$ cat src/verilog/soc_defs.svh
`ifndef SOC_DEFS_SVH
`define SOC_DEFS_SVH

// Address map with inclusive bases and exclusive tops
`define BRAM_BASE  32'h0000_0000
`define BRAM_TOP   32'h0000_1000
`define PRINT_BASE 32'h1000_0000
`define PRINT_TOP  32'h1000_1000
`define CLINT_BASE 32'h2000_0000
`define CLINT_TOP  32'h2000_C000

// RAM depth in 32-bit words
`define BRAM_WORDS 1024

// Timer register offsets from CLINT_BASE
`define CLINT_MSIP        32'h0000_0000
`define CLINT_MTIMECMP_LO 32'h0000_4000
`define CLINT_MTIMECMP_HI 32'h0000_4004
`define CLINT_MTIME_LO    32'h0000_BFF8
`define CLINT_MTIME_HI    32'h0000_BFFC

`endif

$ cat src/verilog/soc_pkg.sv
`default_nettype none

package soc_pkg;

  typedef logic [31:0] addr_t;
  typedef logic [31:0] data_t;
  typedef logic [3:0]  strb_t;
  typedef logic [63:0] time_t;

  // Which requester a target is currently answering
  typedef enum logic [1:0] {
    owner_none,
    owner_instr,
    owner_data
  } owner_e;

endpackage

`default_nettype wire

$ cat src/verilog/clint.sv
`default_nettype none

`include "soc_defs.svh"

module clint (
  input  logic           clk,
  input  logic           rst,
  input  logic           rtc_i,
  input  logic           valid_i,
  input  logic           instr_i,
  input  soc_pkg::addr_t addr_i,
  input  soc_pkg::data_t wdata_i,
  input  soc_pkg::strb_t wstrb_i,
  output soc_pkg::data_t rdata_o,
  output logic           ready_o,
  output logic           msip_o,
  output logic           mtip_o,
  output soc_pkg::time_t mtime_o
);
  import soc_pkg::*;

  logic [1:0] rtc_sync;
  logic       rtc_prev;
  logic       rtc_rise;
  time_t      mtime_q;
  time_t      mtimecmp_q;
  logic       msip_q;
  logic       mtip_q;
  logic       ready_q;
  data_t      rdata_q;
  logic       wr;

  function automatic data_t merge(input data_t old, input data_t wdata, input strb_t strb);
    data_t res;
    res = old;
    for (int b = 0; b < 4; b++) begin
      if (strb[b]) begin
        res[8*b +: 8] = wdata[8*b +: 8];
      end
    end
    return res;
  endfunction

  assign wr       = valid_i & ~instr_i & (wstrb_i != '0);
  assign rtc_rise = rtc_sync[1] & ~rtc_prev;

  // rtc is asynchronous to clk
  always_ff @(posedge clk) begin
    if (!rst) begin
      rtc_sync <= '0;
      rtc_prev <= 1'b0;
    end else begin
      rtc_sync <= {rtc_sync[0], rtc_i};
      rtc_prev <= rtc_sync[1];
    end
  end

  // Bus writes override the tick
  always_ff @(posedge clk) begin
    if (!rst) begin
      mtime_q    <= '0;
      mtimecmp_q <= '1;
      msip_q     <= 1'b0;
      mtip_q     <= 1'b0;
    end else begin
      mtip_q <= mtime_q >= mtimecmp_q;
      if (rtc_rise) begin
        mtime_q <= mtime_q + 64'd1;
      end
      if (wr) begin
        case (addr_i)
          `CLINT_MSIP: begin
            if (wstrb_i[0]) begin
              msip_q <= wdata_i[0];
            end
          end
          `CLINT_MTIMECMP_LO: mtimecmp_q[31:0]  <= merge(mtimecmp_q[31:0], wdata_i, wstrb_i);
          `CLINT_MTIMECMP_HI: mtimecmp_q[63:32] <= merge(mtimecmp_q[63:32], wdata_i, wstrb_i);
          `CLINT_MTIME_LO:    mtime_q[31:0]     <= merge(mtime_q[31:0], wdata_i, wstrb_i);
          `CLINT_MTIME_HI:    mtime_q[63:32]    <= merge(mtime_q[63:32], wdata_i, wstrb_i);
          default: ;
        endcase
      end
    end
  end

  always_ff @(posedge clk) begin
    if (valid_i) begin
      case (addr_i)
        `CLINT_MSIP:        rdata_q <= {31'b0, msip_q};
        `CLINT_MTIMECMP_LO: rdata_q <= mtimecmp_q[31:0];
        `CLINT_MTIMECMP_HI: rdata_q <= mtimecmp_q[63:32];
        `CLINT_MTIME_LO:    rdata_q <= mtime_q[31:0];
        `CLINT_MTIME_HI:    rdata_q <= mtime_q[63:32];
        default:            rdata_q <= '0;
      endcase
    end
  end

  always_ff @(posedge clk) begin
    if (!rst) begin
      ready_q <= 1'b0;
    end else begin
      ready_q <= valid_i;
    end
  end

  assign rdata_o = rdata_q;
  assign ready_o = ready_q;
  assign msip_o  = msip_q;
  assign mtip_o  = mtip_q;
  assign mtime_o = mtime_q;

  a_ready_pulse: assert property (@(posedge clk) disable iff (!rst)
    ready_q |=> !ready_q);

endmodule

`default_nettype wire

$ cat config.mk
export PLATFORM = sky130hd
export DESIGN_NAME = clint
export DESIGN_NICKNAME = d
export VERILOG_FILES = /design/src/verilog/soc_pkg.sv /design/src/verilog/clint.sv
export VERILOG_INCLUDE_DIRS = /design/src /design/src/verilog
export SDC_FILE = /design/constraint.sdc
export NUM_CORES = 1
export LEC_CHECK = 0
export BUFFER_PORTS_ARGS = -buffer_cell sky130_fd_sc_hd__buf_2
export CAP_MARGIN = 0
export CORE_MARGIN = 10
export CORE_UTILIZATION = 23
export DETAILED_ROUTE_END_ITERATION = 7
export HOLD_SLACK_MARGIN = 0.05
export PLACE_DENSITY = 0.45
export SLEW_MARGIN = 20
export SYNTH_ARGS = -nofsm -noshare
export SYNTH_HDL_FRONTEND = slang
export SYNTH_SLANG_ARGS = --single-unit
$ cat constraint.sdc
create_clock -name clk -period 2.4 [get_ports clk]
set_input_delay 0.12 -clock clk [delete_from_list [all_inputs] [get_ports clk]]
set_output_delay 0.12 -clock clk [all_outputs]
set_load 0.05 [all_outputs]
* Word level (Yosys, flattened, before mapping)
Cells that the tools add are included.
Word-level totals: logic and storage cells 61, output and inout port bits 99, input port bits 73, bits in registers 166
Operators by class: $lt $le $gt $ge 1, reduce and logical (&&, ||, !) cells 11, multiplexer cells 9, bitwise gates (word level) 5, $add $sub $neg 1, eq/ne operators 12
Operator list (number):
- 32-bit case mux with 5 select lines | 1
- 64-bit two-way mux | 2
- 64-bit by 1-bit adder with 64-bit output, second input constant | 1
- 32-bit by 15-bit equality test with 1-bit output, second input constant | 2
- 32-bit by 16-bit equality test with 1-bit output, second input constant | 2
- 64-bit greater-or-equal comparator | 1
- 32-bit two-way mux | 2
- 32-bit zero test | 1
- 8-bit two-way mux | 4
- 3-bit AND reduction | 9
- 3-bit != test, second input constant | 8
- 4-bit nonzero test | 1
- 1-bit AND | 3
- 1-bit NOT | 2

* Logic depth before layout (Yosys ltp)
depth after elaboration 5, gate-level depth with buffers 9, mapped depth without buffers 8

* Worst setup path before layout
Ideal clock, no wire load.
kind register to register, start reg mtime_q[1] (netlist: mtime_o[1]), end reg mtime_q[60] (netlist: mtime_o[60]), stages on the path, launching flop included 9, arrival 2.590 ns, buffers on the path 1, slack -0.264 ns, data required time 2.326 ns, path through dfxtp_1 > ha_1 > nand3b_1 > or2_2 > nor3_1 > clkbuf_1 > nand3_1 > or4_1 > a31oi_1
Between the ends: word-level cells in the longest chain between the ends 4
RTL lines:
- start: declaration | line clint.sv:25 | time_t mtime_q;
- start signal: assignment | line clint.sv:68 | mtime_q <= mtime_q + 64'd1;
- start signal: assignment | line clint.sv:79 | `CLINT_MTIME_LO: mtime_q[31:0] <= merge(mtime_q[31:0], wdata_i, wstrb_i);
- 64-bit by 1-bit adder with 64-bit output (*) | line clint.sv:68
- 64-bit two-way mux (*) | line clint.sv:67 | if (rtc_rise) begin
- 32-bit two-way mux | line clint.sv:71 | case (addr_i)
- 64-bit two-way mux (*) | line clint.sv:70 | if (wr) begin
Mark *: on every way between the ends. The rest lies on a longest branch, timed or not. A chain may end at the register's enable or synchronous reset.

* Worst setup path after layout
start reg mtime_q[23] (netlist: mtime_o[23]), end reg mtime_q[57] (netlist: mtime_o[57])
Same word-level chain as after synthesis.

==> summary.md <==
| Metric | Value |
|---|---|
| Design Area, Final | `between 10000 and 15000 um^2` |
| First-pass GRT wire length | `65600 um` |
| CTS Buf Count | `17` |
| PnR Total Power | `roughly 6.3 mW` |
| CTS tree | `built` |
| Run status | `completed` |
| RD Place Congestion | `between 0.8 and 0.9` |
| HP Class | `in -> reg` |
| Setup TNS | `0 ps` |
| Cell Area, Synth | `approximately 10000 um^2` |
| Final setup fails | `0` |
| Number of vias per cell | `5.04` |
| VDD IR max | `0.427 mV` |
| Synth cell types | `between 70 and 80` |
| Deepest clock path buffer count | `2` |
| Routed len/inst | `21.5 um` |
| Clock slew at reported path FFs | `70 ps` |
| Slowest stage cell on the critical path | `or4_4` |
| Largest net degree at the start of global routing | `62` |
| Power Dens Cells | `465 nW/um^2` |
| Skew final | `10.1 ps` |
| Worst-margin pin slew | `689 ps` |
| Avg Cell Area, Syn | `8.70 um^2` |
| Post-synthesis sequential area ratio | `a little over a third` |
| Slew HR | `54.1%` |
| Leak | `6.30 nW` |
| Number of global-route vias before repair | `between 10000 and 15000` |
| Drt first-iter violations | `789` |
| Syn. warnings | `0` |
| Count of pins over their slew limit | `0` |
| Number of nets in the layout | `1583` |
| Crit-path max FO | `6` |
| Synthesized instance count | `1148` |
| Async set or reset register ratio after synthesis | `0%` |
| All-layer global routing usage | `16.3%` |
| DR pass1 iterations | `5` |
| Via count | `10295` |
| Post-layout min period | `2330 ps` |
| Flops & latches, synth | `about 170` |
| DPL Wire Length | `34000 um` |
| # port buffers | `about 170` |
| Die Wd | `228 um` |
| EDFF count, synth | `32` |
| Final ANT Viol Nets | `0` |
| RSZ-0062 raised after global routing | `true` |
| Post-synthesis net count | `1286` |
| WP data required | `2770 ps` |
| DRC viols | `0` |
| Number of clock sinks | `166` |
| Die ar. | `between 50000 and 60000 um^2` |
| Max Cap Viol | `0` |
| ANT cells | `0` |
| F_max | `428 MHz` |
| Final period util | `a little under 100%` |
| CP endpoint kind | `flip-flop` |
| Core Box Area | `~43000 um^2` |
| Initial antenna violation count | `0` |
| CP Launch Type | `flip-flop` |
| Placed inst area | `12400 um^2` |
| # rows | `76` |
| Area grow syn2layout | `35.7%` |
| Die height | `~230 um` |
| Root buf cell | `clkbuf_16` |
| Initial Util | `between 20% and 30%` |
| Worst skew pair latency | `470 ps` |
| Worst path arrival time | `2710 ps` |
| Worst path max stage delay | `about 600 ps` |
| Final core occ | `31.6%` |
| I/O pin count | `around 170` |
| Routed WL | `43800 um` |
| H-tree lvl count | `4` |
| Crit path cell chain | `nand4_1 > or4_4 > or2_1 > nor4_2 > buf_4 > a211oi_1 > a211oi_2` |
| Hold Slack | `170 ps` |
| Crit Path Class | `reg -> reg` |
| Fraction of layout cells with a size suffix above 1 | `28.5%` |
| Grt total ovfl | `0` |
| Top FF cell, synth | `dfxtp_1` |
| Fin. Hold Viols | `0` |
kinds of logic after synthesis:
| group | after synthesis | share of synthesized area (%) |
|---|---|---|
| AO/OA/AOI/OAI | 287 | 20.3 |
| XOR/XNOR | 1 | 0.0877 |
| adder cells (fa/ha/maj) | 65 | 8.14 |
| buffers and inverters | 147 | 6.07 |
| flip-flops | 166 | 36.5 |
| multiplexers | 66 | 6.64 |
| AND/OR/NAND/NOR | 416 | 22.3 |
cells in the final DEF (no fill, tap or decap), types with 16 or more instances in the layout:
cell	instances
buf_2	170
o211ai_1	47
or3_1	16
nor4_1	19
clkbuf_16	19
nand3_1	33
and2_1	19
inv_1	79
dfxtp_1	100
a221o_1	32
nor2_1	78
buf_4	130
dlygate4sd3_1	37
o21ai_0	44
a211oi_1	18
nand4_1	29
ha_1	65
nor3_1	17
a31oi_1	21
a21oi_1	55
nand2_1	123
mux2i_1	64
dfxtp_2	33
edfxtp_1	32
cell type report:
class                      count  area, um^2
sequential                   166        3690
tap                          585         732
clock inverter                10         113
clock buffer                  22         517
fill                        4671       29400
timing repair buffer         345        2360
inverter                      80         300
multi-input combinational    835        5860
path summary, 6_finish.rpt:
| path | cells after the start | endpoint | start | slack (ps) |
|---|---|---|---|---|
| min | 4 | mtime_o[62]$_SDFFE_PN0P_ | wstrb_i[3] | 170 |
| max reg2reg | 7 | mtime_o[57]$_SDFFE_PN0P_ | mtime_o[23]$_SDFFE_PN0P_ | 70 |
| max | 7 | mtime_o[57]$_SDFFE_PN0P_ | mtime_o[23]$_SDFFE_PN0P_ | 70 |
| min reg2reg | 1 | rtc_sync[1]$_SDFF_PN0_ | rtc_sync[0]$_SDFF_PN0_ | 430 |
cell usage after synthesis, types with 16 or more instances:
master	instances	area, um^2
a211oi_1	19	143
a21oi_1	55	275
a221o_1	32	320
a31oi_1	22	138
and2_1	18	113
buf_2	20	100
clkbuf_1	40	150
dfxtp_1	134	2680
edfxtp_1	32	961
ha_1	65	813
inv_1	79	297
mux2i_1	64	641
nand2_1	124	465
nand3_1	35	175
nand4_1	29	181
nor2_1	79	297
nor3_1	18	90.1
nor4_1	24	150
o211ai_1	47	353
o21ai_0	44	220
or3_1	16	100
where the power goes:
part           leakage [nW]  total (mW)  switching, mW  internal, mW
registers              1.44        2.86        0.00717          2.85
clock network         0.313        3.03           1.29          1.74
logic                  4.55       0.421          0.278         0.143
stage by stage:
| stage | setup slack, ps | std cells |
|---|---|---|
| 4_1_cts | 12.4 | 2037 |
| 6_report | 65.7 | 2043 |
| 2_1_floorplan | 7.32 | 1148 |
| 5_1_grt | -42.1 | 2043 |
| 3_5_place_dp | -437 | 1968 |
| 3_3_place_gp | -521 | 1968 |
timing repair:
item | CTS | global route
setup endpoints to repair | 2 | 15
pin swaps | 0 | 6
endpoints found under the hold margin | 104 | 0
resized for setup | 5 | 18
hold buffers | 37 | 0
buffers inserted | 0 | 6
registers in the layout (all words and copies together) (netlist names):
register,flops
msip_o,1
mtime_o,64
mtimecmp_q,64
mtip_o,1
rdata_o,32
ready_o,1
rtc_prev,1
rtc_sync,2
metal layers:
| metal | vias to the layer above | part of all wire, % | GRT usage, % |
|---|---|---|---|
| met4 | 0 | 2.3 | 5.08 |
| met3 | 47 | 5.5 | 3.38 |
| li1 | 4919 | - | - |
| met2 | 322 | 47 | 27.2 |
| met1 | 5007 | 45 | 20.8 |
| met5 | - | 0 | 0 |
worst max-delay path: cells and delay by family (launching register included):
kind	cells	cell delay (ps)
flops	1	390
buf+inv	1	180
simple gates	4	1340
compound gates	2	320
No activity file was read; power rests on OpenSTA's default activity.
