--- config.mk ---
export PLATFORM = sky130hd
export DESIGN_NAME = bus_decoder
export DESIGN_NICKNAME = d
export VERILOG_FILES = /design/src/verilog/soc_pkg.sv /design/src/verilog/bus_decoder.sv
export VERILOG_INCLUDE_DIRS = /design/src /design/src/verilog
export SDC_FILE = /design/constraint.sdc
export NUM_CORES = 1
export LEC_CHECK = 0
export BUFFER_PORTS_ARGS = -buffer_cell sky130_fd_sc_hd__buf_2
export CORE_AREA = 2 2 204 206
export CTS_CLUSTER_SIZE = 20
export DETAILED_ROUTE_END_ITERATION = 6
export DIE_AREA = 0 0 206 208
export PLACE_DENSITY_LB_ADDON = 0.3
export SYNTH_ARGS = -nofsm -noshare
export SYNTH_HDL_FRONTEND = slang
export SYNTH_SLANG_ARGS = --single-unit
--- constraint.sdc ---
create_clock -name clk -period 1.6 [get_ports clk]
set_input_delay 0 -clock clk [delete_from_list [all_inputs] [get_ports clk]]
set_output_delay 0 -clock clk [all_outputs]
set_load 0.05 [all_outputs]
--- src/verilog/soc_defs.svh ---
`ifndef SOC_DEFS_SVH
`define SOC_DEFS_SVH

// Address map with inclusive bases and exclusive tops
`define BRAM_BASE  32'h0000_0000
`define BRAM_TOP   32'h0000_1000
`define PRINT_BASE 32'h1000_0000
`define PRINT_TOP  32'h1000_1000
`define CLINT_BASE 32'h2000_0000
`define CLINT_TOP  32'h2000_C000

// RAM depth in 32-bit words
`define BRAM_WORDS 1024

// Timer register offsets from CLINT_BASE
`define CLINT_MSIP        32'h0000_0000
`define CLINT_MTIMECMP_LO 32'h0000_4000
`define CLINT_MTIMECMP_HI 32'h0000_4004
`define CLINT_MTIME_LO    32'h0000_BFF8
`define CLINT_MTIME_HI    32'h0000_BFFC

`endif

--- src/verilog/soc_pkg.sv ---
`default_nettype none

package soc_pkg;

  typedef logic [31:0] addr_t;
  typedef logic [31:0] data_t;
  typedef logic [3:0]  strb_t;
  typedef logic [63:0] time_t;

  // Which requester a target is currently answering
  typedef enum logic [1:0] {
    owner_none,
    owner_instr,
    owner_data
  } owner_e;

endpackage

`default_nettype wire

--- src/verilog/bus_decoder.sv ---
`default_nettype none

`include "soc_defs.svh"

module bus_decoder (
  input  logic            clk,
  input  logic            rst,
  input  logic            imem_valid_i,
  input  logic            imem_instr_i,
  input  soc_pkg::addr_t  imem_addr_i,
  input  soc_pkg::data_t  imem_wdata_i,
  input  soc_pkg::strb_t  imem_wstrb_i,
  output soc_pkg::data_t  imem_rdata_o,
  output logic            imem_ready_o,
  input  logic            dmem_valid_i,
  input  logic            dmem_instr_i,
  input  soc_pkg::addr_t  dmem_addr_i,
  input  soc_pkg::data_t  dmem_wdata_i,
  input  soc_pkg::strb_t  dmem_wstrb_i,
  output soc_pkg::data_t  dmem_rdata_o,
  output logic            dmem_ready_o,
  output logic            bram_valid_o,
  output logic            bram_instr_o,
  output soc_pkg::addr_t  bram_addr_o,
  output soc_pkg::data_t  bram_wdata_o,
  output soc_pkg::strb_t  bram_wstrb_o,
  input  soc_pkg::data_t  bram_rdata_i,
  input  logic            bram_ready_i,
  output logic            print_valid_o,
  output logic            print_instr_o,
  output soc_pkg::addr_t  print_addr_o,
  output soc_pkg::data_t  print_wdata_o,
  output soc_pkg::strb_t  print_wstrb_o,
  input  soc_pkg::data_t  print_rdata_i,
  input  logic            print_ready_i,
  output logic            clint_valid_o,
  output logic            clint_instr_o,
  output soc_pkg::addr_t  clint_addr_o,
  output soc_pkg::data_t  clint_wdata_o,
  output soc_pkg::strb_t  clint_wstrb_o,
  input  soc_pkg::data_t  clint_rdata_i,
  input  logic            clint_ready_i
);
  import soc_pkg::*;

  localparam int N_TGT   = 3;
  localparam int T_BRAM  = 0;
  localparam int T_PRINT = 1;
  localparam int T_CLINT = 2;

  logic [N_TGT-1:0] i_gnt;
  logic [N_TGT-1:0] d_gnt;
  logic [N_TGT-1:0] fwd_valid;
  logic [N_TGT-1:0] fwd_instr;
  logic [N_TGT-1:0] tgt_ready;
  addr_t            fwd_addr  [N_TGT];
  data_t            fwd_wdata [N_TGT];
  strb_t            fwd_wstrb [N_TGT];
  data_t            tgt_rdata [N_TGT];
  owner_e           owner_q   [N_TGT];
  addr_t            i_addr;
  addr_t            d_addr;

  // One-hot target select in the order timer, print, RAM
  function automatic logic [N_TGT-1:0] decode(input addr_t addr);
    logic [N_TGT-1:0] hit;
    hit = '0;
    if (addr >= `CLINT_BASE && addr < `CLINT_TOP) begin
      hit[T_CLINT] = 1'b1;
    end else if (addr >= `PRINT_BASE && addr < `PRINT_TOP) begin
      hit[T_PRINT] = 1'b1;
    end else if (addr >= `BRAM_BASE && addr < `BRAM_TOP) begin
      hit[T_BRAM] = 1'b1;
    end
    return hit;
  endfunction

  function automatic addr_t base_of(input logic [N_TGT-1:0] hit);
    addr_t base;
    base = `BRAM_BASE;
    if (hit[T_CLINT]) begin
      base = `CLINT_BASE;
    end else if (hit[T_PRINT]) begin
      base = `PRINT_BASE;
    end
    return base;
  endfunction

  // Data port wins a shared target and the losing fetch is dropped
  assign d_gnt  = dmem_valid_i ? decode(dmem_addr_i) : '0;
  assign i_gnt  = (imem_valid_i ? decode(imem_addr_i) : '0) & ~d_gnt;
  assign d_addr = dmem_addr_i - base_of(decode(dmem_addr_i));
  assign i_addr = imem_addr_i - base_of(decode(imem_addr_i));

  for (genvar t = 0; t < N_TGT; t++) begin : g_tgt
    assign fwd_valid[t] = d_gnt[t] | i_gnt[t];
    assign fwd_instr[t] = d_gnt[t] ? dmem_instr_i : imem_instr_i;
    assign fwd_addr[t]  = d_gnt[t] ? d_addr : i_addr;
    assign fwd_wdata[t] = d_gnt[t] ? dmem_wdata_i : imem_wdata_i;
    assign fwd_wstrb[t] = d_gnt[t] ? dmem_wstrb_i : imem_wstrb_i;

    // A new grant takes precedence over a ready clearing the owner
    always_ff @(posedge clk) begin
      if (!rst) begin
        owner_q[t] <= owner_none;
      end else if (d_gnt[t]) begin
        owner_q[t] <= owner_data;
      end else if (i_gnt[t]) begin
        owner_q[t] <= owner_instr;
      end else if (tgt_ready[t]) begin
        owner_q[t] <= owner_none;
      end
    end

    // A target serves one requester at a time
    a_single_grant: assert property (@(posedge clk) disable iff (!rst)
      fwd_valid[t] |-> owner_q[t] == owner_none || tgt_ready[t]);
    a_ready_owned: assert property (@(posedge clk) disable iff (!rst)
      tgt_ready[t] |-> owner_q[t] != owner_none);
  end

  assign bram_valid_o  = fwd_valid[T_BRAM];
  assign bram_instr_o  = fwd_instr[T_BRAM];
  assign bram_addr_o   = fwd_addr[T_BRAM];
  assign bram_wdata_o  = fwd_wdata[T_BRAM];
  assign bram_wstrb_o  = fwd_wstrb[T_BRAM];
  assign print_valid_o = fwd_valid[T_PRINT];
  assign print_instr_o = fwd_instr[T_PRINT];
  assign print_addr_o  = fwd_addr[T_PRINT];
  assign print_wdata_o = fwd_wdata[T_PRINT];
  assign print_wstrb_o = fwd_wstrb[T_PRINT];
  assign clint_valid_o = fwd_valid[T_CLINT];
  assign clint_instr_o = fwd_instr[T_CLINT];
  assign clint_addr_o  = fwd_addr[T_CLINT];
  assign clint_wdata_o = fwd_wdata[T_CLINT];
  assign clint_wstrb_o = fwd_wstrb[T_CLINT];

  assign tgt_ready            = {clint_ready_i, print_ready_i, bram_ready_i};
  assign tgt_rdata[T_BRAM]  = bram_rdata_i;
  assign tgt_rdata[T_PRINT] = print_rdata_i;
  assign tgt_rdata[T_CLINT] = clint_rdata_i;

  // Steer each response by the recorded owner
  always_comb begin
    imem_ready_o = 1'b0;
    imem_rdata_o = '0;
    dmem_ready_o = 1'b0;
    dmem_rdata_o = '0;
    for (int t = 0; t < N_TGT; t++) begin
      if (tgt_ready[t] && owner_q[t] == owner_instr) begin
        imem_ready_o = 1'b1;
        imem_rdata_o = tgt_rdata[t];
      end
      if (tgt_ready[t] && owner_q[t] == owner_data) begin
        dmem_ready_o = 1'b1;
        dmem_rdata_o = tgt_rdata[t];
      end
    end
  end

endmodule

`default_nettype wire

* Word-level counts from Yosys, hierarchy flattened
Memory sizes are Yosys's and may differ from the RTL's. Index checks and enable logic that the tools add are counted.
Operators by class: add/sub/neg operators 2, magnitude comparators 12, eq/ne operators 6, mux-type cells 86, bitwise logic cells 14, reductions and logical operators 12
Operator list (count):
- 2-to-1 mux 32 bit | 12
- greater-or-equal comparator 32 x 1 -> 1 bit, second input constant | 2
- greater-or-equal comparator 32 x 29 -> 1 bit, second input constant | 2
- greater-or-equal comparator 32 x 30 -> 1 bit, second input constant | 2
- less-than comparator 32 x 13 -> 1 bit, second input constant | 2
- less-than comparator 32 x 29 -> 1 bit, second input constant | 2
- less-than comparator 32 x 30 -> 1 bit, second input constant | 2
- subtractor 32 bit | 2
- 2-to-1 mux 30 bit | 2
- 2-to-1 mux 29 bit | 2
- 2-to-1 mux 1 bit | 54
- 2-to-1 mux 2 bit | 11
- logical AND 1 bit | 12
- 2-to-1 mux 4 bit | 3
- bitwise OR 1 bit | 12
- == test 2 x 1 -> 1 bit, second input constant | 3
- == test 2 bit, second input constant | 3
- 2-to-1 mux 3 bit | 2
- bitwise AND 3 bit | 1
- inverter 3 bit | 1
Storage, ports and cells: register bits after elaboration 0, RAM bits 6, bits of input ports 241, output and inout port bits 276, logic and storage cells 133, memories 1
Memories:
- owner_q | depth 3, width 2, rd ports 3, clocked after memory_dff 0, wr ports 3, line bus_decoder.sv:60 | owner_e owner_q [N_TGT];

* Logic depth before layout (Yosys ltp)
Gate-level depths: netlist (run 1).
depth after elaboration 14, depth in mapped cells 8, mapped depth without buffers 8

* Worst setup path before layout (run 1)
OpenSTA, ideal clock, no wires.
kind register -> output, start memory owner_q[1][0] in the netlist's numbering, end output port imem_rdata_o[0], arrival 2.533 ns, data required time 1.600 ns, setup slack -0.933 ns, stages on the path, launching flop included 7, buffers on the path 2, cells stage by stage edfxtp_1 and3b_1 clkbuf_1 nor4b_2 clkbuf_1 a22oi_1 o21ai_0
RTL lines:
- from (decl) | line bus_decoder.sv:60
- to (decl) | line bus_decoder.sv:13 | output soc_pkg::data_t imem_rdata_o,

==> results of run 1 <==
-- per-stage QoR --
stage / TNS [ps] / std cells / hold slack [ps] / setup WS [ps] / power (uW)
after floorplan: -2970 / 548 / 198 / -158 / 2310
after detailed placement: -68760 / 1640 / 369 / -575 / 3480
after global routing: -74400 / 1737 / 150 / -459 / 5100
final: -60350 / 1738 / 142 / -394 / 4940
after global placement: -67070 / 1640 / 359 / -569 / 3470
after CTS: -72440 / 1702 / 137 / -429 / 4630
-- cells in the mapped netlist (16+ instances only) --
cell	number
o21ai_0	51
o21ai_1	16
a22oi_1	64
mux2_2	49
nand2_1	70
nor2b_1	17
and2_1	29
mux2_1	50
mux2_4	51
clkbuf_1	31
-- per-layer routing --
layer	routed length (microns)	GRT usage, %	vias to the layer above
li1	-	-	3353
met1	13100	16.0	3562
met2	21300	32.6	394
met3	3230	4.39	71
met4	1530	5.44	6
met5	45	0	-
-- area by class of cell --
| type | count | area (sq um) |
|---|---|---|
| antenna | 9 | 22.5 |
| clock buffer | 3 | 75.1 |
| fill | 4035 | 26400 |
| inverter | 12 | 45.0 |
| multi-input combinational | 480 | 5880 |
| sequential | 6 | 180 |
| tap | 532 | 666 |
| timing repair buffer | 696 | 7240 |
-- final timing paths --
kind | from | slack, ps | end | cells after the start
max | owner_q[1][0]$_SDFFCE_PP0P_ | -390 | imem_rdata_o[23] | 9
min | print_ready_i | 140 | owner_q[1][0]$_SDFFCE_PP0P_ | 2
-- worst max-delay path: cells and delay by family (launching register included) --
family / cells / cell delay (ps)
simple gates: 2 / 490
compound gates: 2 / 230
flops: 1 / 370
buf+inv: 5 / 670
-- power by group --
group	internal [uW]	switching, uW
logic	1850	2500
registers	182	5.19
clock network	320	79.6
total	2350	2590
-- timing repair --
action,4_1_cts,5_1_grt
endpoints found under the setup margin,273,277
hold buffers,0,0
pin swaps,41,47
gates cloned,19,7
resized for setup,731,285
endpoints found under the hold margin,0,0
setup buffers,42,36
-- kinds of logic (layout without fill, tap and decap cells) --
logic type	Yosys count	after routing	synth area share [%]
xor+xnor	4	4	0.791
fa+ha+maj	6	6	2.04
flops	6	6	4.07
simple gates	170	171	20.5
buf+inv	63	711	7.89
other cells	0	9	0
mux	162	162	45.2
compound gates	137	137	19.5
==> summary.md, run 1 <==
| Metric | Value |
|---|---|
| DRC viols | 0 |
| Critical-path cell list | and3b_2 -> nor4b_4 -> buf_6 -> buf_8 -> buf_12 -> buf_6 -> a22oi_2 -> o21ai_4 -> buf_8 |
| HPWL Detailed | 28,000 microns |
| Worst min path class | primary input to register |
| Crit path DAT | approximately 2000 ps |
| Power Dens Cells | approximately 350 mW/mm^2 |
| CP startpoint kind | register |
| Overall die height | ~210 microns |
| Die Wd | roughly 200 microns |
| Die ar. | 0.0428 sq mm |
| GR Overflow Total | 0 |
| Final hold viol count | 0 |
| #FFs+latches synth | 6 |
| Outcome | finished with violations |
| Post-synth top flop | edfxtp_1 |
| Worst slew pin tran | 424 ps |
| Max reg flops | 6 |
| Max Slew Vio Count | 0 |
| CTS Buf Count | 3 |
| CP required | around 1600 ps |
| Synth unique cells | 38 |
| Synthesized area | between 0.004 and 0.005 sq mm |
| Top-area cell type share of the netlist area | between 10% and 20% |
| Max Cap Viol | 0 |
| Layout overhead on the synthesized area | 219% |
| Min cycle time layout | about 2000 ps |
| Async S/R FF share, synth | 0% |
| CTS H-tree lvls | 1 |
| Worst-path clk slew | ~30 ps |
| Post-synthesis net count | just under 800 |
| CP max-delay cell | edfxtp_1 |
| Wire per inst | about 23 microns |
| Design Area, Final | roughly 0.014 sq mm |
| Final Cycle Share | 125% |
| Worst Slack Setup Final | -394 ps |
| Routed via count | roughly 7,400 |
| Crit path capture type | output port |
| Failing checks | negative setup slack |
| First-pass GRT wire length | approximately 52,000 microns |
| Endpoints failing setup | 273 |
| Clk root buf | clkbuf_16 |
| Vias in the first global route | 7,837 |
| Synth area leader | mux2_4 |
| 1st-pass router iterations | 4 |
| Top Registers | owner_q: 6 flops |
| Core area | about 0.041 sq mm |
| CTS tree | done |
| ANT nets after route | 0 |
| VDD IR max | ~0.28 mV |
| Fin nets | approximately 1,400 |
| Num ports | between 500 and 600 |
| Yosys warns | 0 |
| DR vias/cell | approximately 4.2 |
| WS Path Type | register to output port |
| Starting Density | between 10% and 20% |
| Largest reg by FF count | owner_q |
| Gp weighted congestion | about 0.96 |
| Clock tree buffer depth | 2 |
| Unrepaired setup endpoints after global routing | true |
| Share of layout cells above drive strength 1 | between 80% and 90% |
| Max FO, Critical Path | 8 |
| Placed Area | 0.00955 sq mm |
| Largest net degree at the start of global routing | 34 |
| Global-route usage over all layers | between 15 and 20% |
| Mapped Cells | roughly 550 |
| Sequential share of the synthesized area | 4.07% |
| Core Rows | 74 |
| Commonest non-fill, non-tap cell in the layout | buf_2 |
| Clock Sinks | 6 |
| Leakage | around 0.0065 uW |
| Critical Path Max Stage Delay | ~370 ps |
| DR iter-0 viols | slightly above 300 |
| Fmax achieved | ~0.50 GHz |
| Antenna violations before repair | 14 |
| Most frequent cells in the layout | 234 x buf_2, 189 x buf_6, 144 x mux2_4 |
| Post-synth EDFFs | 6 |
| Final WL | 39,200 microns |
| Max-slew headroom | a little under three quarters |
| IO Port Bufs | 516 |
| Synth top area cells | mux2_4 17%, mux2_1 13%, mux2_2 12% |
| Final Core Density | 34.8% |
| Post-Syn Area per Cell | ~8.1 sq um |
(Power assumes the default switching activity.)
==> inputs of run 2 (changes only) <==
Settings changed: CORE_AREA 2 2 204 206 to 2 2 201 203, DIE_AREA 0 0 206 208 to 0 0 203 205, MAX_ROUTING_LAYER from default to met4.
Clock period 1.6 ns to 1.95 ns, I/O delays scaled along.
==> run 2 against run 1 <==
The run still ends with negative setup slack left. Critical path depth is 1 higher. Clock power is 17% lower. Via count is 5.5% lower. Total power is 28% lower. Global-route usage is 0.76 points lower. Setup slack better by 140 ps. First-iteration DRC count is 15% higher. Final cell count is 4.0% lower. Largest power group unchanged.
==> summary.md, run 2 (synthesized netlist as in run 1, its figures left out) <==
| Metric | Value |
|---|---|
| First-pass GRT wire length | 47,100 microns (-9.4%) |
| Unrepaired setup endpoints after global routing | true |
| Post-Place Worst Slack | -484 ps (+90.8 ps) |
| Core area | 0.0394 sq mm (-2.9%) |
| Overall die height | 205 microns (-1.4%) |
| Crit path DAT | 2200 ps (+210 ps) |
| HPWL Detailed | 25,200 microns (-9.9%) |
| Max Cap Viol | 0 (unchanged) |
| Final hold viol count | 0 (unchanged) |
| Worst Slack Setup Final | -255 ps (+139 ps) |
| DR vias/cell | 4.18 (-1.6%) |
| Switching Fraction | 54.4% (+2.0 points) |
| IO Port Bufs | 516 (unchanged) |
| Clock tree buffer depth | 2 (unchanged) |
| Register area | 180 sq um (unchanged) |
| Largest reg by FF count | owner_q |
| GR Overflow Total | 0 (unchanged) |
| Multi-input logic area | 0.00485 sq mm (-17%) |
| Final Core Density | 30.1% (-4.7 points) |
| Leakage | 0.00575 uW (-11%) |
| WHS | 128 ps (-13.4 ps) |
| Die ar. | 0.0416 sq mm (-2.9%) |
| Outcome | finished with violations |
| Max Slew Vio Count | 0 (unchanged) |
| HP Start | print_ready_i |
| Die Wd | 203 microns (-1.5%) |
| WS Path Type | primary input to output port |
| VDD IR max | 0.166 mV (-40%) |
| CTS Buf Count | 3 (unchanged) |
| DRC viols | 0 (unchanged) |
| ANT nets after route | 0 (unchanged) |
| Critical Path Max Stage Delay | 480 ps (+110 ps) |
| Fillers | 4,130 (+2.4%) |
| Share of layout cells above drive strength 1 | 81.9% (-7.4 points) |
| Pint | 1620 uW (-31%) |
| Most frequent cells in the layout | 287 x buf_2, 184 x buf_6, 135 x mux2_4 |
| Sw Pwr | 1930 uW (-25%) |
| Max FO, Critical Path | 3 (-5) |
| Final Cycle Share | 113% |
| Sequential power share | 4.3% (+0.5 points) |
| Largest net degree at the start of global routing | 66 (+94%) |
| Design Area, Final | 0.0118 sq mm (-16%) |
| Crit path capture type | output port |
| Max-slew headroom | 68.9% (-2.6 points) |
| Clock Sinks | 6 (unchanged) |
| Fin nets | 1,388 (-4.0%) |
| Combinational share of power | 86.3% (-1.8 points) |
| Num ports | 517 (unchanged) |
| Placed Area | 0.00855 sq mm (-10%) |
| Endpoints failing setup | 140 (-49%) |
| Worst slew pin tran | 463 ps (+38.8 ps) |
| Commonest non-fill, non-tap cell in the layout | buf_2 |
| Clk pwr share | 9.3% (+1.2 points) |
| CP required | 1950 ps (+350 ps) |
| Top Registers | owner_q: 6 flops |
| Min cycle time layout | ~2200 ps |
| Worst min path class | primary input to register |
| CP max-delay cell | fa_2 |
| Routed via count | 6,977 (-5.5%) |
| Fmax achieved | about 0.45 GHz |
| Critical path's most frequent cell | buf_6 |
| CTS H-tree lvls | 1 (unchanged) |
| Gp weighted congestion | 0.824 (-14%) |
| Starting Density | 11.2% (+0.33 points) |
| CP startpoint kind | primary input |
| Worst-path clk slew | 30 ps (about the same) |
| Clk root buf | clkbuf_16 |
| Global-route usage over all layers | 15.6% (-0.76 points) |
| Max reg flops | 6 (unchanged) |
| Final WL | 35,400 microns (-9.6%) |
| Worst setup path start | dmem_addr_i[31] |
| Vias in the first global route | 6,943 (-11%) |
| Wire per inst | 21.2 microns (-5.9%) |
| Layout overhead on the synthesized area | 167% |
| Power Dens Cells | 300 mW/mm^2 (-14%) |
| 1st-pass router iterations | 4 (unchanged) |
| CTS tree | done |
| Antenna violations before repair | 7 (-7) |
| Critical-path cell list | buf_6 -> nor4_4 -> nand4_1 -> nor2_1 -> ha_2 -> buf_6 -> fa_2 -> mux2i_1 -> buf_4 -> buf_12 |
| Failing checks | negative setup slack |
| DR iter-0 viols | 354 (+15%) |
| Core Rows | 73 (-1.4%) |
==> run 2: worst max-delay path: cells and delay by family <==
kind	cells	cell delay (ps)
and+or+nand+nor	3	840
adders and majority gates	2	690
buffers and inverters	4	480
muxes	1	190
==> run 2: per-layer routing <==
layer  global-route usage (%)  vias to the layer above  wire length, microns
met5                        -                        -                     0
met4                     2.97                        0                  1060
met3                     2.55                       46                  2320
met2                     30.8                      370                 19300
met1                     16.3                     3318                 12800
li1                         -                     3243                     -
==> run 2: path summary, 6_finish.rpt <==
check                                      to  cells after the start
setup / recovery             clint_addr_o[29]                     10
hold / removal    owner_q[1][0]$_SDFFCE_PP0P_                      2
==> run 2: repair_timing <==
item,in CTS,in global routing
buffers inserted,26,13
pin swaps,21,29
cloned,21,7
resized for setup,500,213
setup endpoints to repair,175,227
hold buffers,0,0
==> run 2: through the flow <==
stage                     std cells  total power, uW  setup TNS [ps]
after floorplan                 548             1750            -598
after global placement         1604             2650          -26090
after detailed placement       1604             2660          -21580
after CTS                      1652             3390          -17000
after global routing           1666             3690          -21560
final                          1669             3550          -11790
==> run 2: power by group through the flow <==
stage / Sequential (uW) / Combinational [uW] / Clock (uW)
2_1_floorplan: 153 / 1600 / 0
3_3_place_gp: 157 / 2500 / 0
3_5_place_dp: 157 / 2500 / 0
4_1_cts: 156 / 2900 / 338
5_1_grt: 155 / 3180 / 350
6_report: 154 / 3070 / 332
==> run 2: layout make-up <==
| cell class | count | area share, % |
|---|---|---|
| repair buffers | 638 | 50.8 |
| diodes | 5 | 0.106 |
| clock buffers | 3 | 0.634 |
| multi-input cells | 480 | 41.0 |
| flip-flops and latches | 6 | 1.52 |
| well taps | 525 | 5.55 |
| inverters | 12 | 0.381 |
