===== src/verilog/soc_defs.svh =====
`ifndef SOC_DEFS_SVH
`define SOC_DEFS_SVH

// Address map with inclusive bases and exclusive tops
`define BRAM_BASE  32'h0000_0000
`define BRAM_TOP   32'h0000_1000
`define PRINT_BASE 32'h1000_0000
`define PRINT_TOP  32'h1000_1000
`define CLINT_BASE 32'h2000_0000
`define CLINT_TOP  32'h2000_C000

// RAM depth in 32-bit words
`define BRAM_WORDS 1024

// Timer register offsets from CLINT_BASE
`define CLINT_MSIP        32'h0000_0000
`define CLINT_MTIMECMP_LO 32'h0000_4000
`define CLINT_MTIMECMP_HI 32'h0000_4004
`define CLINT_MTIME_LO    32'h0000_BFF8
`define CLINT_MTIME_HI    32'h0000_BFFC

`endif


===== src/verilog/soc_pkg.sv =====
`default_nettype none

package soc_pkg;

  typedef logic [31:0] addr_t;
  typedef logic [31:0] data_t;
  typedef logic [3:0]  strb_t;
  typedef logic [63:0] time_t;

  // Which requester a target is currently answering
  typedef enum logic [1:0] {
    owner_none,
    owner_instr,
    owner_data
  } owner_e;

endpackage

`default_nettype wire


===== src/verilog/print.sv =====
`default_nettype none

module print (
  input  logic           clk,
  input  logic           rst,
  input  logic           valid_i,
  input  logic           instr_i,
  input  soc_pkg::addr_t addr_i,
  input  soc_pkg::data_t wdata_i,
  input  soc_pkg::strb_t wstrb_i,
  output soc_pkg::data_t rdata_o,
  output logic           ready_o,
  output logic           char_valid_o,
  output logic [7:0]     char_o
);

  logic       ready_q;
  logic       char_valid_q;
  logic [7:0] char_q;
  logic       char_wr;

  // Only the word at offset 0 produces a character
  assign char_wr = valid_i & ~instr_i & (wstrb_i != '0) & (addr_i == '0);

  always_ff @(posedge clk) begin
    if (!rst) begin
      ready_q      <= 1'b0;
      char_valid_q <= 1'b0;
    end else begin
      ready_q      <= valid_i;
      char_valid_q <= char_wr;
    end
  end

  always_ff @(posedge clk) begin
    if (char_wr) begin
      char_q <= wdata_i[7:0];
    end
  end

  assign rdata_o      = '0;
  assign ready_o      = ready_q;
  assign char_valid_o = char_valid_q;
  assign char_o       = char_q;

endmodule

`default_nettype wire


===== config.mk =====
export PLATFORM = sky130hd
export DESIGN_NAME = print
export DESIGN_NICKNAME = d
export VERILOG_FILES = /design/src/verilog/soc_defs.svh /design/src/verilog/soc_pkg.sv /design/src/verilog/print.sv
export SDC_FILE = /design/constraint.sdc
export NUM_CORES = 1
export LEC_CHECK = 0
export BUFFER_PORTS_ARGS = -buffer_cell sky130_fd_sc_hd__buf_2
export CAP_MARGIN = 5
export CORE_MARGIN = 4
export CORE_UTILIZATION = 26
export DETAILED_ROUTE_END_ITERATION = 6
export PLACE_DENSITY_LB_ADDON = 0.12
export SYNTH_ARGS = -nofsm -noshare
export SYNTH_HDL_FRONTEND = slang
export SYNTH_SLANG_ARGS = --single-unit

===== constraint.sdc =====
create_clock -name clk -period 2.4 [get_ports clk]
set_input_delay 0.48 -clock clk [delete_from_list [all_inputs] [get_ports clk]]
set_output_delay 0.48 -clock clk [all_outputs]
set_load 0.01 [all_outputs]

[Yosys cells after proc, flatten, opt, wreduce, memory -nomap -nowiden]
Cells that the tools add are included.
Word-level totals
  register bits after elaboration: 10
  bits of input ports: 72
  output and inout bits: 42
  word-level logic and storage cells: 9
Operators by class
  bitwise logic cells: 4
  reductions and logical operators: 2
Operators with widths (number)
  zero test 32 bit: 1
  nonzero test 4 bit: 1
  bitwise AND 1 bit: 3
  NOT 1 bit: 1

[Depth between registers and ports, before layout]
Gate-level depths: netlist of the first run.
  depth after elaboration: 4
  mapped depth: 3
  gate-level depth less buffers: 3

[Worst setup path before layout of the first run]
No wires, ideal clock.
  path type: input to register
  start: input addr_i[4]
  end: register char_q[0], in the netlist char_o[0] (enable)
  library setup time: 0.383 ns
  data arrival time: 1.536 ns
  data required time: 2.017 ns
  setup slack: 0.481 ns
  stages on the path: 3
  buffers on the path: 0
  path through: nor4_1 > nand2_1 > nor3_1
On the way
  word-level cells in the longest chain between the ends: 2
Ends and longest elaborated chain
  start, declared: line print.sv:8  | input soc_pkg::addr_t addr_i,
  zero test 32 bit: line print.sv:23  | assign char_wr = valid_i & ~instr_i & (wstrb_i != '0) & (addr_i == '0);
  bitwise AND 1 bit: line print.sv:23
  via char_wr: line print.sv:20  | logic char_wr;
  end signal, assigned: line print.sv:37  | char_q <= wdata_i[7:0];
  end, declared: line print.sv:19  | logic [7:0] char_q;
The timed path passes the listed nets, and every way through them passes these cells.
A chain may end at the register's enable or synchronous reset.

[Worst setup path after layout of the first run]
  start: input addr_i[4]
  end: register char_q[2], in the netlist char_o[2] (enable)
The elaborated chain is that of the path after synthesis.

==> metrics.md, run 1 <==
| Metric | Value |
|---|---|
| Boundary Pins | 114 |
| Global route overflow | 0 |
| Width of the die | 57.05 µm |
| Global-route wire length before repair | 2.001 mm |
| Post-DP HPWL | 1.370 mm |
| Layout net count | 194 |
| Cell type with the largest total area after synthesis | buf_4 |
| Setup repair after global routing missed its margin | no |
| # DRC | 0 |
| Largest incremental delay on the critical path | 0.38 ns |
| Die height | 57.05 µm |
| Number of diodes added for antenna fixing | 0 |
| Worst-path clk slew | 0.06 ns |
| Leakage power figure | 0.0004556 µW |
| Most used cells in the layout excluding fill and tap cells | buf_2, conb_1, edfxtp_1, nor4_1, clkbuf_4 |
| Htree depth | 1 |
| Root buffer selected by CTS | clkbuf_4 |
| Clock tree from TritonCTS | done |
| Number of antenna violations at the first check in global routing | 0 |
| Net switching power | 86.83 µW |
| Cells taking the most area after synthesis | buf_4, edfxtp_1, nor4_1, dfxtp_1, nand4_1 |
| Power per cell area | 457.2 nW/µm² |
| Maximum fanout along the worst path | 8 |
| Kind of path behind the tightest hold check | in -> reg |
| Sequential area share after synthesis | 44.80% |
| Comb power frac | 16.6% |
| Num Clock Sinks | 10 |
| Number of setup violations in the final report | 0 |
| Final slew viol count | 0 |
| Post-detailed-routing wire length | 1.448 mm |
| F_max | 0.6761 GHz |
| WP data arrival | 1.44 ns |
| # rows | 17 |
| Share of layout cells above drive strength 1 | 51.24% |
| P_int | 309.0 µW |
| Most frequent standard cell in the layout excluding fill and tap cells | buf_2 |
| CTS resizes | 0 |
| Global placer's final weighted congestion | 0.6725 |
| CP startpoint kind | primary input |
| Initial Util | 27.75% |
| Power after layout | 395.9 µW |
| Period minus WS final | 1.479 ns |
| Count of buffers from port buffering | 57 |
| Post-synthesis area per instance | 10.43 µm² |
| Worst path cell trace | buf_2 -> nor4_1 -> nand2_1 -> nor3_1 -> buf_4 |
| Max rail drop VDD | 201.1 µV |
| Mapped cell area | 625.6 µm² |
| Kind of critical path | in -> reg |
| Floorplan Core Area | 2255 µm² |
| Status | completed |
| Average detailed-routed wire length per instance | 9.718 µm |
| Area of the die | 3255 µm² |
| Cell at the slowest stage of the critical path | nor4_1 |
| First-pass iteration count of the detailed router | 4 |
| Growth of design area from synthesis to finish | 38.40% |
| Final hold viol count | 0 |
| Switching share of power | 21.93% |
| Final sum of negative setup slack | 0 ns |
| Vias after detailed routing | 527 |
| Total global routing track utilization | 7.596% |
| Worst Path Required | 2.36 ns |
| CP Capture Type | flop |
| Buffer depth of the longest clock path | 2 |
| Clock share of power | 36.0% |
| Register bit total from synthesis | 10 |
| # Post-CTS Setup Buffers | 0 |
| Share of the clock period used by the worst path | 61.63% |
| Fraction of synthesized cell area taken by the top area cell type | 38.40% |
| Number of distinct library cells after synthesis | 13 |
| Starting DRC count in detailed routing | 11 |
| Post-synthesis cell count | 60 |
| Post-detailed-route via-to-cell ratio | 3.537 |
| Sequential group share of total power | 47.4% |
| Post-route antenna net violation count | 0 |
| Pin count of the biggest net entering global routing | 9 |
| Clock buffer count from CTS | 3 |
| Hold-fix buffers at CTS | 0 |
| Count of max-cap constraint violations | 0 |
| Count of synthesis-stage warnings from yosys | 0 |
| Via count of the first global-routing pass | 467 |
-- sequential cells by signal, indices dropped and copies added, names as in the netlist --
name / flops
char_o: 8
char_valid_o: 1
ready_o: 1
-- final cells by class --
class                      instances  area (µm²)
tap                               28       35.03
multi-input combinational         49       221.5
timing repair buffer              58       292.8
clock buffer                       4       36.28
fill                             252        1389
sequential                        10       280.3
-- power groups by stage --
stage	sequential [µW]	clock (µW)	combinational, µW
final	188	143	65.6
after global routing	188	159	73.5
after CTS	188	148	64.8
after detailed placement	192	0	64.7
after global placement	192	0	64.0
after floorplan	192	0	64.7
-- metrics by stage --
step / util [%] / setup WS, ns / hold slack, ns / instance area [µm²] / std cells
2_1_floorplan: - / 0.4806 / 0.5789 / 742.0 / 91
3_3_place_gp: 36.79 / 0.6521 / 0.6579 / 829.5 / 145
3_5_place_dp: 36.79 / 0.6380 / 0.6596 / 829.5 / 145
4_1_cts: 38.40 / 0.9066 / 0.3930 / 865.8 / 149
5_1_grt: 38.40 / 0.7348 / 0.3873 / 865.8 / 149
6_report: 38.40 / 0.9210 / 0.3997 / 865.8 / 149
-- final timing paths --
kind                  slack [ns]                   to  startpoint  cells after the start
worst max-delay path        0.92  char_o[2]$_DFFE_PP_   addr_i[4]                      5
worst min-delay path        0.40  char_o[1]$_DFFE_PP_  wdata_i[1]                      1
-- Yosys cell counts (all sizes together) --
cell / instances
and2: 1
dfxtp: 2
nor4: 7
or4: 1
nand4: 2
nor3: 2
conb: 1
nand2: 1
nand3: 1
buf: 32
edfxtp: 8
nor4b: 1
nor2: 1
-- kinds of logic (layout without fill, tap and decap cells) --
kind of cell           Yosys count  after routing  share of synthesized area [%]
buffers and inverters           32             62                          38.40
other                            1             32                         0.5994
AND/OR/NAND/NOR                 17             17                          16.20
flip-flops                      10             10                          44.80
-- critical path, delay by kind of cell --
family	cells	cell delay, ns
AND/OR/NAND/NOR	3	0.66
buffers and inverters	2	0.28
-- routing by layer --
metal	vias up	share of wire (%)	global-route usage (%)
met4	0	0	1.987
li1	270	-	-
met1	210	34	10.19
met5	-	0	0
met3	0	18	2.262
met2	47	48	11.91
(Power assumes the default switching activity.)
==> run 2, diff against run 1 <==
- CORE_UTILIZATION: 26 -> 23
- clock period: 2.4 -> 1.3 ns (I/O delays scaled with it)
==> run 2 against run 1 <==
Effect of this change: cell area is 13% higher; critical path depth stayed put; clock-buffer cell count is 1 lower; final cell count is 2.7% higher; routed wire length is 9.7% higher; critical path type unchanged.
==> metrics.md, run 2 (synthesis results as in run 1) <==
| Metric | Value |
|---|---|
| Vias after detailed routing | 567 (+7.6%) |
| Period minus WS final | 1.237 ns |
| CP startpoint | addr_i[31] |
| Max rail drop VDD | 346.8 µV (+72%) |
| Global-route wire length before repair | 2.166 mm (+8.2%) |
| Count of max-cap constraint violations | 0 (unchanged) |
| Num Clock Sinks | 10 (unchanged) |
| First-pass iteration count of the detailed router | 2 (-2) |
| Share of layout cells above drive strength 1 | 58.54% (+7.3 points) |
| CP startpoint kind | primary input |
| Post-Layout Inst Area | 979.7 µm² (+13%) |
| Layout net count | 196 (+1.0%) |
| Total global routing track utilization | 7.784% (+0.19 points) |
| # DRC | 0 (unchanged) |
| Htree depth | 1 (unchanged) |
| Post-route worst setup slack | 0.06281 ns (-0.8581 ns) |
| Growth of design area from synthesis to finish | 56.60% |
| Kind of critical path | in -> reg |
| Status | completed |
| Placement-stage worst setup slack | -0.2851 ns (-0.9231 ns) |
| F_max | 0.8083 GHz |
| Starting DRC count in detailed routing | 1 (-10) |
| Power per cell area | 718.2 nW/µm² (+57%) |
| Last element of the critical path | char_o[0]$_DFFE_PP_ |
| Boundary Pins | 114 (unchanged) |
| Setup repair after global routing missed its margin | no |
| Floorplan Core Area | 2545 µm² (+13%) |
| Count of buffers from port buffering | 57 (unchanged) |
| Number of setup violations in the final report | 0 (unchanged) |
| Leakage power figure | 0.0004938 µW (+8.4%) |
| Via count of the first global-routing pass | 549 (+18%) |
| Pin count of the biggest net entering global routing | 9 (unchanged) |
| Buffer depth of the longest clock path | 2 (unchanged) |
| Kind of path behind the tightest hold check | in -> reg |
| Cell area after placement | 922.1 µm² (+11%) |
| Final slew viol count | 0 (unchanged) |
| Clock buffer count from CTS | 3 (unchanged) |
| Worst Path Required | 1.27 ns (-1.09 ns) |
| WP data arrival | 1.21 ns (-0.23 ns) |
| Die height | 60.16 µm (+5.4%) |
| Hold-fix buffers at CTS | 0 (unchanged) |
| Flip-flop count of the largest register after layout | 8 (unchanged) |
| Average detailed-routed wire length per instance | 10.38 µm (+6.8%) |
| Number of diodes added for antenna fixing | 0 (unchanged) |
| CP Capture Type | flop |
| Area of the die | 3619 µm² (+11%) |
| Final hold viol count | 0 (unchanged) |
| Global placer's final weighted congestion | 0.6520 (-3.0%) |
| Worst-path clk slew | 0.07 ns (about the same) |
| Most frequent standard cell in the layout excluding fill and tap cells | buf_2 |
| Maximum fanout along the worst path | 8 (unchanged) |
| Post-DP HPWL | 1.458 mm (+6.4%) |
| Startpoint of the lowest-slack hold path | wdata_i[1] |
| Most used cells in the layout excluding fill and tap cells | buf_2, conb_1, edfxtp_1, nor4_2, clkbuf_4 |
| Post-route antenna net violation count | 0 (unchanged) |
| Share of the clock period used by the worst path | 95.17% |
| # Post-CTS Setup Buffers | 0 (unchanged) |
| Global route overflow | 0 (unchanged) |
| Root buffer selected by CTS | clkbuf_4 |
| # rows | 18 (+1) |
| Clock tree from TritonCTS | done |
| Initial Util | 24.58% (-3.2 points) |
| Post-detailed-route via-to-cell ratio | 3.706 (+4.8%) |
| Number of antenna violations at the first check in global routing | 0 (unchanged) |
| Width of the die | 60.16 µm (+5.4%) |
| Post-detailed-routing wire length | 1.588 mm (+9.7%) |
## run 2: cell type report
| type | instances | area, µm² |
|---|---|---|
| clock buffer | 3 | 22.52 |
| clock inverter | 1 | 3.754 |
| fill | 252 | 1565 |
| multi-input combinational | 49 | 309.0 |
| sequential | 10 | 280.3 |
| tap | 30 | 37.54 |
| timing repair buffer | 60 | 326.6 |
## run 2: worst min path at each step
stage                     cells past startpoint                  end
after floorplan                               0  char_o[0]$_DFFE_PP_
after global placement                        1  char_o[0]$_DFFE_PP_
after detailed placement                      1  char_o[1]$_DFFE_PP_
after CTS                                     1  char_o[1]$_DFFE_PP_
after global routing                          1  char_o[2]$_DFFE_PP_
final                                         1  char_o[1]$_DFFE_PP_
## run 2: routing by layer
metal	vias to the layer above	wire length [µm]	GRT usage (%)
met5	-	0	0
met4	0	0	2.848
met3	0	259	1.944
met2	46	855	14.20
met1	248	474	8.560
li1	273	-	-
## run 2: per-stage QoR
stage | total power [µW] | setup TNS, ns | hold slack [ns] | instances | util (%)
after global routing | 748.8 | 0 | 0.1618 | 153 | 38.50
after global placement | 488.3 | -2.160 | 0.4375 | 149 | 36.23
final | 703.6 | 0 | 0.1743 | 153 | 38.50
after detailed placement | 491.1 | -2.304 | 0.4393 | 149 | 36.23
after floorplan | 479.0 | -0.6408 | 0.3589 | 91 | -
after CTS | 705.4 | 0 | 0.1637 | 153 | 37.51
## run 2: critical path, cell delays in order
cell     delay, ns
buf_2         0.11
nor4b_4       0.25
nand4_1       0.20
nor3_4        0.24
buf_12        0.15
## run 2: repair_timing
action | CTS | global route
hold endpoints to repair | 0 | 0
endpoints found under the setup margin | 3 | 8
gates resized for setup | 1 | 4
pin swaps | 2 | 4
## run 2: where the power goes
part / leakage, µW / switching [µW] / internal (µW)
Clock: 0.0000154 / 98.3 / 110
Combinational: 0.000390 / 83.9 / 64.3
Sequential: 0.0000883 / 0.252 / 346
==> run 3, diff against run 2 <==
--- a/config.mk
+++ b/config.mk
@@ -12,4 +12,5 @@
 export DETAILED_ROUTE_END_ITERATION = 6
 export PLACE_DENSITY_LB_ADDON = 0.12
+export SLEW_MARGIN = 15
 export SYNTH_ARGS = -nofsm -noshare
 export SYNTH_HDL_FRONTEND = slang
==> constraint.sdc (replaced) <==
create_clock -name clk -period 1.3 [get_ports clk]
set_input_delay 0.13 -clock clk [delete_from_list [all_inputs] [get_ports clk]]
set_output_delay 0.13 -clock clk [all_outputs]
set_load 0.01 [all_outputs]
==> run 3 against run 2 <==
Effect of this change: total power decreased by 3.7%; critical path depth did not move; via count down 3.9%; non-clock buffer count did not move; clock-buffer cell count increased by 1; final cell count is the same; utilization fell by 3.2 points; worst setup slack improved by 0.11 ns; sequential share of layout area up 2.6 points; highest routed layer unchanged; clock power is 2% lower; worst hold slack got worse by 0.12 ns; global-route usage down 0.70 points.
==> metrics.md, run 3 (synthesis results as in run 1) <==
| Metric | Value |
|---|---|
| Status | completed |
| P_int | 521.8 µW (+0.13%) |
| Util after Layout | 35.25% (-3.2 points) |
| Floorplan Core Area | 2545 µm² (unchanged) |
| Worst-path clk slew | 0.06 ns (about the same) |
| Comb power frac | 18.6% (-2.5 points) |
| CP startpoint | addr_i[1] |
| Met3 Wirelength | 279 µm (+7.7%) |
| Layout net count | 196 (unchanged) |
| Area of the die | 3619 µm² (unchanged) |
| Max rail drop VDD | 415.6 µV (+20%) |
| CTS resizes | 0 (-1) |
| Number of diodes added for antenna fixing | 0 (unchanged) |
| Global-route wire length before repair | 1.918 mm (-11%) |
| Htree depth | 1 (unchanged) |
| Post-detailed-routing wire length | 1.527 mm (-3.8%) |
| Post-detailed-route via-to-cell ratio | 3.562 (-3.9%) |
| Hold-fix buffers at CTS | 0 (unchanged) |
| Post-route worst setup slack | 0.1691 ns (+0.1062 ns) |
| # DRC | 0 (unchanged) |
| Highest layer used for signal routing | met3 |
| Final slew viol count | 0 (unchanged) |
| Net switching power | 156.0 µW (-15%) |
| Post-route antenna net violation count | 0 (unchanged) |
| WP data arrival | 1.10 ns (-0.11 ns) |
| Average detailed-routed wire length per instance | 9.980 µm (-3.8%) |
| Most frequent standard cell in the layout excluding fill and tap cells | buf_2 |
| Clock buffer count from CTS | 3 (unchanged) |
| Root buffer selected by CTS | clkbuf_4 |
| Routed metal-1 wirelength | 435 µm (-8.2%) |
| Sequential group share of total power | 51.2% (+1.9 points) |
| Growth of design area from synthesis to finish | 43.40% |
| Most used cells in the layout excluding fill and tap cells | buf_2, conb_1, edfxtp_1, nor4_1, clkbuf_4 |
| Worst path cell trace | buf_2 -> nor4_1 -> nand4_1 -> nor3_4 -> buf_12 |
| Global route overflow | 0 (unchanged) |
| Placement-stage worst setup slack | -0.1289 ns (+0.1562 ns) |
| Largest incremental delay on the critical path | 0.27 ns (+0.02 ns) |
| Initial Util | 24.58% (unchanged) |
| CP Capture Type | flop |
| Count of buffers from port buffering | 57 (unchanged) |
| Via count of the first global-routing pass | 507 (-7.7%) |
| Clock share of power | 30.2% (+0.5 points) |
| Buffers & Inverters on Critical Path | 2 (unchanged) |
| Clock tree from TritonCTS | done |
| Largest delay share family, worst path | simple AND/OR/NAND/NOR gates |
| Final hold viol count | 0 (unchanged) |
| First-pass iteration count of the detailed router | 2 (unchanged) |
| Buffer depth of the longest clock path | 2 (unchanged) |
| Boundary Pins | 114 (unchanged) |
| Die height | 60.16 µm (unchanged) |
| Hold slack final | 0.04936 ns (-0.1250 ns) |
| Num Clock Sinks | 10 (unchanged) |
| Post-DP HPWL | 1.475 mm (+1.2%) |
| Vias after detailed routing | 545 (-3.9%) |
| Maximum fanout along the worst path | 8 (unchanged) |
| Share of layout cells above drive strength 1 | 52.03% (-6.5 points) |
| Count of max-cap constraint violations | 0 (unchanged) |
| Switching share of power | 23.02% (-2.9 points) |
| Flip-flop count of the largest register after layout | 8 (unchanged) |
| Total global routing track utilization | 7.080% (-0.70 points) |
| Number of antenna violations at the first check in global routing | 0 (unchanged) |
| Cell at the slowest stage of the critical path | nor4_1 |
| Met2 wire len | 812 µm (-5.0%) |
| Share of the clock period used by the worst path | 87.00% (-8.2 points) |
| Starting DRC count in detailed routing | 5 (+4) |
| Pin count of the biggest net entering global routing | 9 (unchanged) |
| Period minus WS final | 1.131 ns (-0.1062 ns) |
| Worst Path Required | 1.27 ns (about the same) |
| F_max | 0.8842 GHz (+9.4%) |
| Number of setup violations in the final report | 0 (unchanged) |
| Width of the die | 60.16 µm (unchanged) |
| CP startpoint kind | primary input |
| # rows | 18 (unchanged) |
| Startpoint of the lowest-slack hold path | wdata_i[3] |
| # Post-CTS Setup Buffers | 0 (unchanged) |
| Kind of path behind the tightest hold check | in -> reg |
| Setup repair after global routing missed its margin | no |
| Kind of critical path | in -> reg |
| Power per cell area | 755.5 nW/µm² (+5.2%) |
| Leakage power figure | 0.0004789 µW (-3.0%) |
| Global placer's final weighted congestion | 0.6689 (+2.6%) |
run 3: cell count changes in the layout (fill, tap and decap cells not counted), sizes merged:
cell | before | now
clkbuf | 3 | 4
clkinv | 1 | 0
run 3: routing by layer:
metal	vias to the layer above	global-route usage, %
met5	-	0
met1	224	7.013
met3	0	3.024
met4	0	1.899
met2	47	13.27
li1	274	-
run 3: final timing paths:
check                             end  cells after the start
hold / removal    char_o[3]$_DFFE_PP_                      1
setup / recovery  char_o[5]$_DFFE_PP_                      5
run 3: area by class of cell:
type,count,area (µm²)
Sequential cell,10,280.3
Fill cell,279,1648
Clock buffer,4,26.28
Multi-Input combinational cell,49,232.7
Tap cell,30,37.54
Timing Repair Buffer,60,320.3
run 3: through the flow:
step / total power, µW / cell area (µm²) / TNS [ns] / std cells
after detailed placement: 478.1 / 870.8 / -1.030 / 149
after global placement: 475.1 / 870.8 / -1.031 / 149
after global routing: 721.4 / 897.1 / 0 / 153
after CTS: 690.6 / 897.1 / 0 / 153
after floorplan: 474.4 / 753.2 / 0 / 91
final: 677.8 / 897.1 / 0 / 153
run 3: power by group through the flow:
stage | Combinational (µW) | Sequential (µW) | Clock, µW
2_1_floorplan | 120 | 355 | 0
3_3_place_gp | 121 | 354 | 0
3_5_place_dp | 124 | 354 | 0
4_1_cts | 125 | 347 | 219
5_1_grt | 141 | 347 | 234
6_report | 126 | 347 | 205
